===== src/design/cpu_bus_pkg.sv =====
`default_nettype none

package cpu_bus_pkg;

	// Data or address word on the memory bus.
	typedef logic [31:0] word_t;

	// Held by the requester until ready.
	typedef struct packed {
		logic request;
		logic write;
		word_t address;
		word_t wdata;
	} bus_req_t;

	// Ready is a single-cycle pulse, rdata is valid with it on reads.
	typedef struct packed {
		logic ready;
		word_t rdata;
	} bus_rsp_t;

endpackage

`default_nettype wire


===== src/design/bus_arbiter.sv =====
`default_nettype none

module bus_arbiter
	import cpu_bus_pkg::*;
(
	input wire logic i_clock,
	input wire logic i_reset,

	input wire bus_req_t i_fetch_req,
	output bus_rsp_t o_fetch_rsp,

	input wire bus_req_t i_data_req,
	output bus_rsp_t o_data_rsp,

	output bus_req_t o_mem_req,
	input wire bus_rsp_t i_mem_rsp
);

	// Bit 0 is the fetch side, bit 1 the data port.
	logic [1:0] grant;
	logic last_data;
	bus_req_t mem_req_q;
	logic pick_data;

	// When both ask, the side that was not served last wins.
	assign pick_data = i_data_req.request && (!i_fetch_req.request || !last_data);

	always_ff @(posedge i_clock) begin
		if (grant == 2'b00) begin
			if (i_fetch_req.request || i_data_req.request) begin
				grant <= pick_data ? 2'b10 : 2'b01;
				last_data <= pick_data;
			end
			mem_req_q <= pick_data ? i_data_req : i_fetch_req;
		end
		else begin
			mem_req_q <= grant[1] ? i_data_req : i_fetch_req;
			// The owner sees ready now and drops its request next cycle.
			if (i_mem_rsp.ready) begin
				grant <= 2'b00;
				mem_req_q.request <= 1'b0;
			end
		end

		if (i_reset) begin
			grant <= 2'b00;
			last_data <= 1'b0;
			mem_req_q.request <= 1'b0;
		end
	end

	assign o_mem_req = mem_req_q;

	// Only the owner of the grant sees the ready.
	assign o_fetch_rsp = '{
		ready: grant[0] && i_mem_rsp.ready,
		rdata: i_mem_rsp.rdata
	};
	assign o_data_rsp = '{
		ready: grant[1] && i_mem_rsp.ready,
		rdata: i_mem_rsp.rdata
	};

endmodule

`default_nettype wire


===== config.mk =====
export PLATFORM = sky130hd
export DESIGN_NAME = bus_arbiter
export DESIGN_NICKNAME = d
export VERILOG_FILES = /design/src/design/cpu_bus_pkg.sv /design/src/design/bus_arbiter.sv
export SDC_FILE = /design/constraint.sdc
export NUM_CORES = 1
export LEC_CHECK = 0
export ABC_CLOCK_PERIOD_IN_PS = 2100
export BUFFER_PORTS_ARGS = -buffer_cell sky130_fd_sc_hd__buf_2
export CAP_MARGIN = 20
export CORE_AREA = 5 5 112 114
export DETAILED_ROUTE_END_ITERATION = 7
export DIE_AREA = 0 0 117 119
export PLACE_DENSITY_LB_ADDON = 0.15
export SLEW_MARGIN = 30
export SYNTH_ARGS = -nofsm -noshare
export SYNTH_HDL_FRONTEND = slang
export SYNTH_SLANG_ARGS = --single-unit

===== constraint.sdc =====
create_clock -name i_clock -period 2.1 [get_ports i_clock]
set_input_delay 0.315 -clock i_clock [delete_from_list [all_inputs] [get_ports i_clock]]
set_output_delay 0.315 -clock i_clock [all_outputs]
set_load 0.01 [all_outputs]

==> qor.csv <==
stage;metric;value;unit
pwr;power_leakage;2.09;nW
floorplan;die_height;119;um
yosys;yosysTopAreaCellShare;0.453;
cts;post-cts-setup-buffers;0;
global_route;grt_pass1_wl;11500;um
cts;clock_path_buffers;2;
setup_path;worst_path_max_delay_cell;dfxtp_1;
route;dr.pass1.iters;4;
yosys;synth_ff_type;dfxtp_1;
sta;skew;4.03;ps
yosys;yosys.cell_count.top_type;dfxtp_1;
pwr;pwr_density_cell;980;nW/um^2
cts;numCtsBuffers;9;
cts;cts_tree;yes;
yosys;syn_area;3050;um^2
place;gp_congestion;0.709;
setup_path;slowest_delay;420;ps
route;drt_iter0_drc;78;
run;drv_cap;0;
setup_path;worstPathCellList;inv_1, a31oi_4, buf_12, mux2_2;
yosys;synth_cell_type_count;18;
sta;fin_crit;1620;ps
global_route;grt_use_total;0.114;
route;wl_per_cell;16.2;um
sta;max_freq;617;MHz
cts;insertion_delay;330;ps
floorplan;dieWidth;117;um
yosys;synth_area_leaders;dfxtp_1 45%, mux2_4 25%, buf_4 16%;
outcome;outcome;complete, no violations;
yosys;yosysTopAreaCell;dfxtp_1;
floorplan;io-pin-count;299;
setup_path;cp_max_fo;27;
setup_path;cp.required;2320;ps
sta;finalCritPeriodShare;0.772;
cts;cts.sinks;69;
route;via_per_inst;3.99;
setup_path;crit_family;flip-flops;
cts;hold_buffers;0;
sta;holdWs;192;ps
sta;rsz0062_at_grt;false;
setup_path;crit_buf_inv;2;
sta;finalHoldViolCount;0;
yosys;synth.yosys.warnings;0;
cells_and_area;area_delta_synth_final;31.6;%
yosys;async_reset_ff_frac;0;
sta;setup_viol;0;
cts;clk_transition_reported_paths;50;ps
floorplan;start_util;0.270;
yosys;ys_ff_latch;69;
cells_and_area;final_nets;540;
yosys;synth_nets;394;
global_route;grt_max_degree;28;
floorplan;row_count;39;
global_route;grt_pass1_vias;2064;
yosys;yosysSeqAreaShare;0.453;
yosys;syn_avg_cell_area;13.4;um^2
route;num_vias;2079;
cts;cts-root-buf;clkbuf_16;
place;portBuffers;202;
cells_and_area;fillers;1150;
setup_path;end_kind;flip-flop;
setup_path;startpoint_type;flip-flop;
place;dp_hpwl;6910;um
sta;slew_violations;0;
setup_path;critPathArrivalTime;1840;ps
worst_hold_path;hp-class;in -> reg;
yosys;synthCells;227;
pwr;vdd_drop_max;532;uV
global_route;grt_antenna_before_repair;0;
cells_and_area;num_antenna_cells;0;
yosys;synth_edf_count;0;
route;drtAntennaViolNets;0;
pwr;power.total;3.93;mW
cts;cts_max_level;3;
cts;cts_resized;0;
sta;fin_setup_tns;0;ps
sta;tightestPinTransition;392;ps
sta;relSlewSlack;0.739;
route;drc;0;
cells_and_area;drive_gt1_frac;0.762;
route;wl;8430;um
setup_path;path_class;reg -> reg;
floorplan;core;11300;um^2
yosys;ys_top_cells_by_count;69 x dfxtp_1, 65 x buf_4, 50 x mux2_4;
global_route;grt_overflow_total;0;
floorplan;die_area;13900;um^2
-- per-stage QoR --
| stage | instance area, um^2 | cells | setup WS, ps | util |
|---|---|---|---|---|
| CTS | 4020 | 521 | 459 | 0.355 |
| detailed placement | 3690 | 505 | 422 | 0.326 |
| global route | 4020 | 521 | 361 | 0.355 |
| global placement | 3690 | 505 | 460 | 0.326 |
| finish | 4020 | 521 | 478 | 0.355 |
| floorplan | 3050 | 227 | 761 | - |
-- layer usage --
layer | track usage | wire length, um | vias up
met5 | 0 | 0 | -
met4 | 0.0903 | 351 | 0
met3 | 0.0563 | 1230 | 44
met2 | 0.201 | 4320 | 134
met1 | 0.0918 | 2520 | 914
li1 | - | - | 987
-- sequential cells by signal (all words and copies together), names as in the netlist --
register / flops
grant: 2
last_data: 1
o_mem_req: 66
-- final timing paths --
| kind | slack (ps) | cells after the start | startpoint | end |
|---|---|---|---|---|
| worst max register to register | 480 | 4 | grant[0] | o_mem_req[2] |
| worst min-delay path | 190 | 2 | i_reset | last_data |
| worst max-delay path | 480 | 4 | grant[0] | o_mem_req[2] |
| worst min register to register | 530 | 2 | last_data | last_data |
-- power by group --
part           total, mW  internal (mW)  switching (mW)
clock               1.64           1.10           0.541
combinational      0.781          0.460           0.321
sequential          1.51           1.47          0.0409
-- final cells by class --
cell class	count	area [um^2]	area share
timing repair buffer	206	1070	0.266
inverter	2	7.51	0.00187
sequential	69	1380	0.344
clock inverter	4	70.1	0.0175
clock buffer	12	256	0.0639
multi-input combinational	85	1050	0.263
tap	143	179	0.0446
-- cell usage in the layout (no fill, tap or decap), types with 2 or more instances in the layout --
cell type	Yosys	routed
buf_2	0	202
dfxtp_1	69	69
mux2_4	50	50
mux2_2	15	15
clkbuf_16	0	9
nand2b_1	4	4
a21oi_1	4	4
inv_1	2	2
and2_1	2	2
or3_1	2	2
clkinv_2	0	2
bufinv_16	0	2
clkbuf_8	0	2
buf_4	65	2
buf_12	6	2
-- logic make-up (layout without fill, tap and decap cells) --
| kind of cell | count (synthesis) | after routing | share of synthesized area |
|---|---|---|---|
| buffers and inverters | 73 | 224 | 0.202 |
| flip-flops | 69 | 69 | 0.453 |
| multiplexers | 65 | 65 | 0.301 |
| AND/OR/NAND/NOR | 12 | 12 | 0.0238 |
| AO/OA/AOI/OAI | 8 | 8 | 0.0205 |
Power figures use the tool's default switching activity.
