### src/design/cpu_bus_pkg.sv
`default_nettype none

package cpu_bus_pkg;

	// Data or address word on the memory bus.
	typedef logic [31:0] word_t;

	// Held by the requester until ready.
	typedef struct packed {
		logic request;
		logic write;
		word_t address;
		word_t wdata;
	} bus_req_t;

	// Ready is a single-cycle pulse, rdata is valid with it on reads.
	typedef struct packed {
		logic ready;
		word_t rdata;
	} bus_rsp_t;

endpackage

`default_nettype wire

### src/design/cpu_cache_pkg.sv
`default_nettype none

package cpu_cache_pkg;

	import cpu_bus_pkg::*;

	// One cached instruction, tagged with its full word address.
	typedef struct packed {
		logic valid;
		logic [29:0] tag;
		word_t instr;
	} icache_line_t;

	typedef enum logic [1:0] {
		state_idle = 2'd0,
		state_compare = 2'd1,
		state_bus_fill = 2'd2,
		state_clear = 2'd3
	} icache_state_t;

endpackage

`default_nettype wire

### src/design/block_ram.sv
`default_nettype none

module block_ram #(
	parameter int DEPTH = 64,
	parameter type payload_t = logic [31:0]
) (
	input wire logic i_clock,
	input wire logic i_write,
	input wire logic [$clog2(DEPTH) - 1:0] i_address,
	input wire payload_t i_wdata,
	output payload_t o_rdata
);

	payload_t memory [DEPTH];

	// Read before write, data shows up one cycle after the address.
	always_ff @(posedge i_clock) begin
		if (i_write) begin
			memory[i_address] <= i_wdata;
		end
		o_rdata <= memory[i_address];
	end

endmodule

`default_nettype wire

### src/design/instruction_cache.sv
`default_nettype none

module instruction_cache
	import cpu_bus_pkg::*;
	import cpu_cache_pkg::*;
#(
	parameter int CACHE_INDEX_BITS = 6
) (
	input wire logic i_clock,
	input wire logic i_reset,

	input wire word_t i_fetch_pc,
	input wire logic i_stall,
	output logic o_fetch_ready,
	output word_t o_fetch_instr,

	output bus_req_t o_bus_req,
	input wire bus_rsp_t i_bus_rsp
);

	icache_state_t state;
	logic [CACHE_INDEX_BITS - 1:0] clear_index;
	word_t held_pc;
	word_t next_pc;
	logic bus_request;

	logic ram_write;
	logic [CACHE_INDEX_BITS - 1:0] ram_address;
	icache_line_t ram_wdata;
	icache_line_t line;

	logic line_hit;
	logic pc_match;
	logic hit_accept;
	logic fill_done;

	// Direct mapped, the index sits just above the byte offset.
	block_ram #(
		.DEPTH(1 << CACHE_INDEX_BITS),
		.payload_t(icache_line_t)
	) line_ram (
		.i_clock(i_clock),
		.i_write(ram_write),
		.i_address(ram_address),
		.i_wdata(ram_wdata),
		.o_rdata(line)
	);

	assign next_pc = held_pc + 32'd4;
	assign line_hit = line.valid && (line.tag == held_pc[31:2]);
	assign pc_match = (i_fetch_pc == held_pc);
	assign hit_accept = (state == state_compare) && !i_stall && pc_match && line_hit;
	assign fill_done = (state == state_bus_fill) && i_bus_rsp.ready;

	// Clear writes invalid lines, a fill writes the returned word.
	assign ram_write = (state == state_clear) || fill_done;
	assign ram_wdata = '{
		valid: (state != state_clear),
		tag: held_pc[31:2],
		instr: i_bus_rsp.rdata
	};

	// A hit already points the RAM at pc + 4 so the next word streams.
	always_comb begin
		case (state)
			state_clear: ram_address = clear_index;
			state_idle: ram_address = i_fetch_pc[CACHE_INDEX_BITS + 1:2];
			state_compare: begin
				if (hit_accept) begin
					ram_address = next_pc[CACHE_INDEX_BITS + 1:2];
				end
				else begin
					ram_address = held_pc[CACHE_INDEX_BITS + 1:2];
				end
			end
			default: ram_address = held_pc[CACHE_INDEX_BITS + 1:2];
		endcase
	end

	assign o_bus_req = '{
		request: bus_request,
		write: 1'b0,
		address: {held_pc[31:2], 2'b00},
		wdata: '0
	};

	always_ff @(posedge i_clock) begin
		o_fetch_ready <= 1'b0;

		case (state)
			state_clear: begin
				clear_index <= clear_index + 1'b1;
				if (&clear_index) begin
					state <= state_idle;
				end
			end

			state_idle: begin
				// Skip the pc that was just delivered and is still presented.
				if (!i_stall && !(o_fetch_ready && pc_match)) begin
					held_pc <= i_fetch_pc;
					state <= state_compare;
				end
			end

			state_compare: begin
				if (i_stall) begin
					state <= state_idle;
				end
				else if (pc_match) begin
					if (line_hit) begin
						o_fetch_ready <= 1'b1;
						o_fetch_instr <= line.instr;
						held_pc <= next_pc;
					end
					else begin
						bus_request <= 1'b1;
						state <= state_bus_fill;
					end
				end
				else if (!o_fetch_ready) begin
					// Not sequential, look the new pc up from idle.
					state <= state_idle;
				end
			end

			state_bus_fill: begin
				if (i_bus_rsp.ready) begin
					bus_request <= 1'b0;
					o_fetch_ready <= 1'b1;
					o_fetch_instr <= i_bus_rsp.rdata;
					state <= state_idle;
				end
			end

			default: state <= state_clear;
		endcase

		// Every reset walks the whole array again.
		if (i_reset) begin
			state <= state_clear;
			clear_index <= '0;
			o_fetch_ready <= 1'b0;
			bus_request <= 1'b0;
		end
	end

endmodule

`default_nettype wire

### config.mk
export PLATFORM = sky130hd
export DESIGN_NAME = instruction_cache
export DESIGN_NICKNAME = d
export VERILOG_FILES = /design/src/design/cpu_bus_pkg.sv /design/src/design/cpu_cache_pkg.sv /design/src/design/block_ram.sv /design/src/design/instruction_cache.sv
export SDC_FILE = /design/constraint.sdc
export NUM_CORES = 2
export LEC_CHECK = 0
export BUFFER_PORTS_ARGS = -buffer_cell sky130_fd_sc_hd__buf_2
export CAP_MARGIN = 20
export CORE_ASPECT_RATIO = 1.25
export CORE_MARGIN = 2
export CORE_UTILIZATION = 45
export CTS_BUF_LIST = sky130_fd_sc_hd__clkbuf_16
export DETAILED_ROUTE_END_ITERATION = 6
export GPL_ROUTABILITY_DRIVEN = 1
export PLACE_DENSITY = 0.61
export SETUP_SLACK_MARGIN = 0.5
export SYNTH_ARGS = -nofsm -noshare
export SYNTH_HDL_FRONTEND = slang
export SYNTH_SLANG_ARGS = --single-unit
### constraint.sdc
create_clock -name i_clock -period 7.6 [get_ports i_clock]
set_input_delay 1.14 -clock i_clock [delete_from_list [all_inputs] [get_ports i_clock]]
set_output_delay 1.14 -clock i_clock [all_outputs]
set_load 0.05 [all_outputs]
==> flow_summary.yaml <==
outcome:
  outcome: "finished clean"
route:
  vias: 101000
  firstDrtPassIters: 7
  wl_um: 536000
  drc: 0
  routedWlPerCell_um: 33.8
  drt_iter0_drc: 14800
  postRouteAntennaNets: 0
  routed_via_density: 6.36
timing:
  finalSetupTns_ns: 0
  tightest_slew_ns: 1.19
  hold_viol: 0
  timing.fmax_mhz: 153
  fin_crit_sh_pct: 86.0
  hold-worst-slack_ns: 0.484
  slew_viol_final: 0
  min_period_ns: 6.54
  skew_ns: 0.0763
  rsz0062_at_grt: "no"
  finalSetupViolCount: 0
  relSlewSlack_pct: 21.0
power_and_ir_drop:
  p_int_mw: 47.1
  seqPwrFrac_pct: 36.2
  switching_power_mw: 30.5
  design_power_total_mw: 77.6
  power_per_cell_area_nw_per_um2: 418
  leakagePower_nw: 63.6
  pwr-share-comb_pct: 39.1
  clock_power_share_pct: 24.7
  ir_worst_vdd_uv: 531
  swShare_pct: 39.3
floorplan:
  die_area_um2: 370000
  num_rows: 248
  die_w_um: 545
  start_util_pct: 45.1
  fp.coreArea_um2: 364000
  io_pins: 167
  dieHeight_um: 680
yosys:
  async_flop_share_pct: 0
  yosysMostFrequentCell: "edfxtp_1"
  ys_top_cells_by_count: "4,096 x edfxtp_1, 1,230 x nand2_1, 936 x mux2i_1, 659 x a21oi_1, 582 x a211oi_1"
  synthMuxAreaShare_pct: 5.95
  synthCells: 10500
  synth_cell_types: 66
  synth_xor_area_share_pct: 0.501
  synth_top_area_share_pct: 74.8
  synth_top_family_by_area: "compound AO/OA/AOI/OAI gates"
  synth_edf_count: 4096
  ys.flop_type: "edfxtp_1"
  synth-simple-area-share_pct: 6.32
  synth_area_leaders: "edfxtp_1 75%, mux2i_1 5.7%, nand2_1 2.8%"
  synth_area_per_cell_um2: 15.6
  synth-compound-area-share_pct: 9.22
  yosysTopAreaCell: "edfxtp_1"
  yosys.area_share.adder_pct: 0.0456
  ys_seq_elements: 4169
  seq_area_frac_synth_pct: 75.7
  yosysWarnings: 0
  syn_area_um2: 164000
clock_tree:
  cts_setup_buffers: 0
  cts.clk_slew.worst_paths_ns: 0.06
  cts_root_buffer: "clkbuf_16"
  clock_sinks: 4169
  cts_hold_buf: 0
  clk_latency_ns: 0.95
  cts_tree: "done"
  cts_buffers: 394
  h-tree-depth: 5
  clk_path_buf_depth: 4
  cts_resized: 0
global_route:
  grt.total_usage_pct: 28.3
  grt_overflow_total: 0
  grt_pass1_wl_um: 741000
  grt_pass1_vias: 96400
  antenna_found_initial: 35
  grt_max_degree: 169
job:
  cap_violations: 0
critical_path:
  start_kind: "flop"
  arrival_ns: 7.12
  startpoint: "held_pc[29]$_DFFE_PP_"
  rr_startpoint: "held_pc[29]$_DFFE_PP_"
  end_kind: "flop"
  path_max_fanout: 16
  crit_required_ns: 8.18
  path_class: "flop to flop"
finish:
  drive_above_1_share_pct: 10.8
  fin_nets: 10700
  area_delta_synth_final_pct: 13.0
min_path:
  holdCritPathClass: "primary input to flop"
  hp-start: "i_bus_rsp[27]"
placement:
  hpwl_um: 276000
  portBuffers: 131
  place_congestion: 0.873
-- per-layer routing --
metal,track usage [%],vias to the layer above,wire [um]
met5,0,-,75
met4,13.7,12,30100
met3,5.41,1245,52900
met2,45.1,5946,251000
met1,37.3,52000,201000
li1,-,41700,-
-- layout make-up --
cell class,instances,area [um2]
Antenna cell,15,37.5
Clock buffer,400,10000
Clock inverter,317,2370
Fill cell,29600,178000
Inverter,17,63.8
Multi-Input combinational cell,5548,37000
Sequential cell,4169,124000
Tap cell,4875,6100
Timing Repair Buffer,535,5840
-- kinds of logic after synthesis --
kind of cell / count (synthesis)
buf+inv: 858
mux: 973
xor+xnor: 94
fa+ha+maj: 6
other cells: 1
flops: 4169
simple gates: 2197
compound gates: 2243
-- metrics by stage --
step | utilization (%) | setup slack (ns) | instances | cell area (um2)
global route | 51.0 | 0.978 | 15900 | 186000
finish | 51.0 | 1.06 | 15900 | 186000
detailed placement | 47.5 | 0.739 | 15100 | 173000
CTS | 50.9 | 1.34 | 15800 | 185000
global placement | 47.5 | 0.628 | 15100 | 173000
floorplan | - | 0.350 | 10600 | 165000
-- worst max-delay path: stages (launching register included) --
cell       delay, ns
edfxtp_1        0.85
xor2_1          0.23
nor4_2          0.33
nand4_1         0.55
nor4_1          0.79
a31oi_1         0.28
a2bb2oi_1       0.84
nand3_1         0.98
nor2_4          0.81
buf_4           0.47
-- layout by cell type (no fill, tap or decap), types with 10 or more instances in the layout --
cell type and count:
edfxtp_1 4096, nand2_1 1230, mux2i_1 936, a21oi_1 659, a211oi_1 582, a221oi_1 413, clkbuf_16 400, a31oi_1 353
buf_4 233, and2_1 211, and3_1 206, buf_12 167, nand3_1 159, buf_2 131, inv_1 130, nand4_1 86
clkinv_1 82, dfxtp_1 73, nor4_1 71, o21ai_0 67, nor2_4 66, clkinv_2 64, nor2_1 59, a21boi_0 58
and4_1 54, a22oi_1 52, xnor2_1 49, xor2_1 45, mux2_2 37, conb_1 35, bufinv_16 31, a311oi_1 18
diode_2 15, or4_1 10, clkinvlp_4 10
-- path summary, 6_finish.rpt --
path | to | slack (ns) | cells after the start
hold / removal | line_ram.memory[7][27]$_DFFE_PP_ | 0.48 | 1
setup / recovery | line_ram.memory[40][30]$_DFFE_PP_ | 1.06 | 9
setup reg to reg | line_ram.memory[40][30]$_DFFE_PP_ | 1.06 | 9
hold reg to reg | o_fetch_instr[0]$_DFFE_PP_ | 0.54 | 1
-- power groups by stage --
stage	clock (mW)	sequential, mW	combinational [mW]
6_report	19.2	28.1	30.3
5_1_grt	20.1	28.2	31.9
4_1_cts	19.3	28.1	29.9
3_5_place_dp	0	28.6	29.8
3_3_place_gp	0	28.5	29.4
2_1_floorplan	0	29.0	18.3
-- flip-flops by register name, summed over array words and instances (netlist names) --
| signal | count |
|---|---|
| bus_request | 1 |
| clear_index | 6 |
| held_pc | 32 |
| line_ram.memory | 4032 |
| line_ram.o_rdata | 63 |
| o_fetch_instr | 32 |
| o_fetch_ready | 1 |
| state | 2 |
No activity file was read; power rests on OpenSTA's default activity.
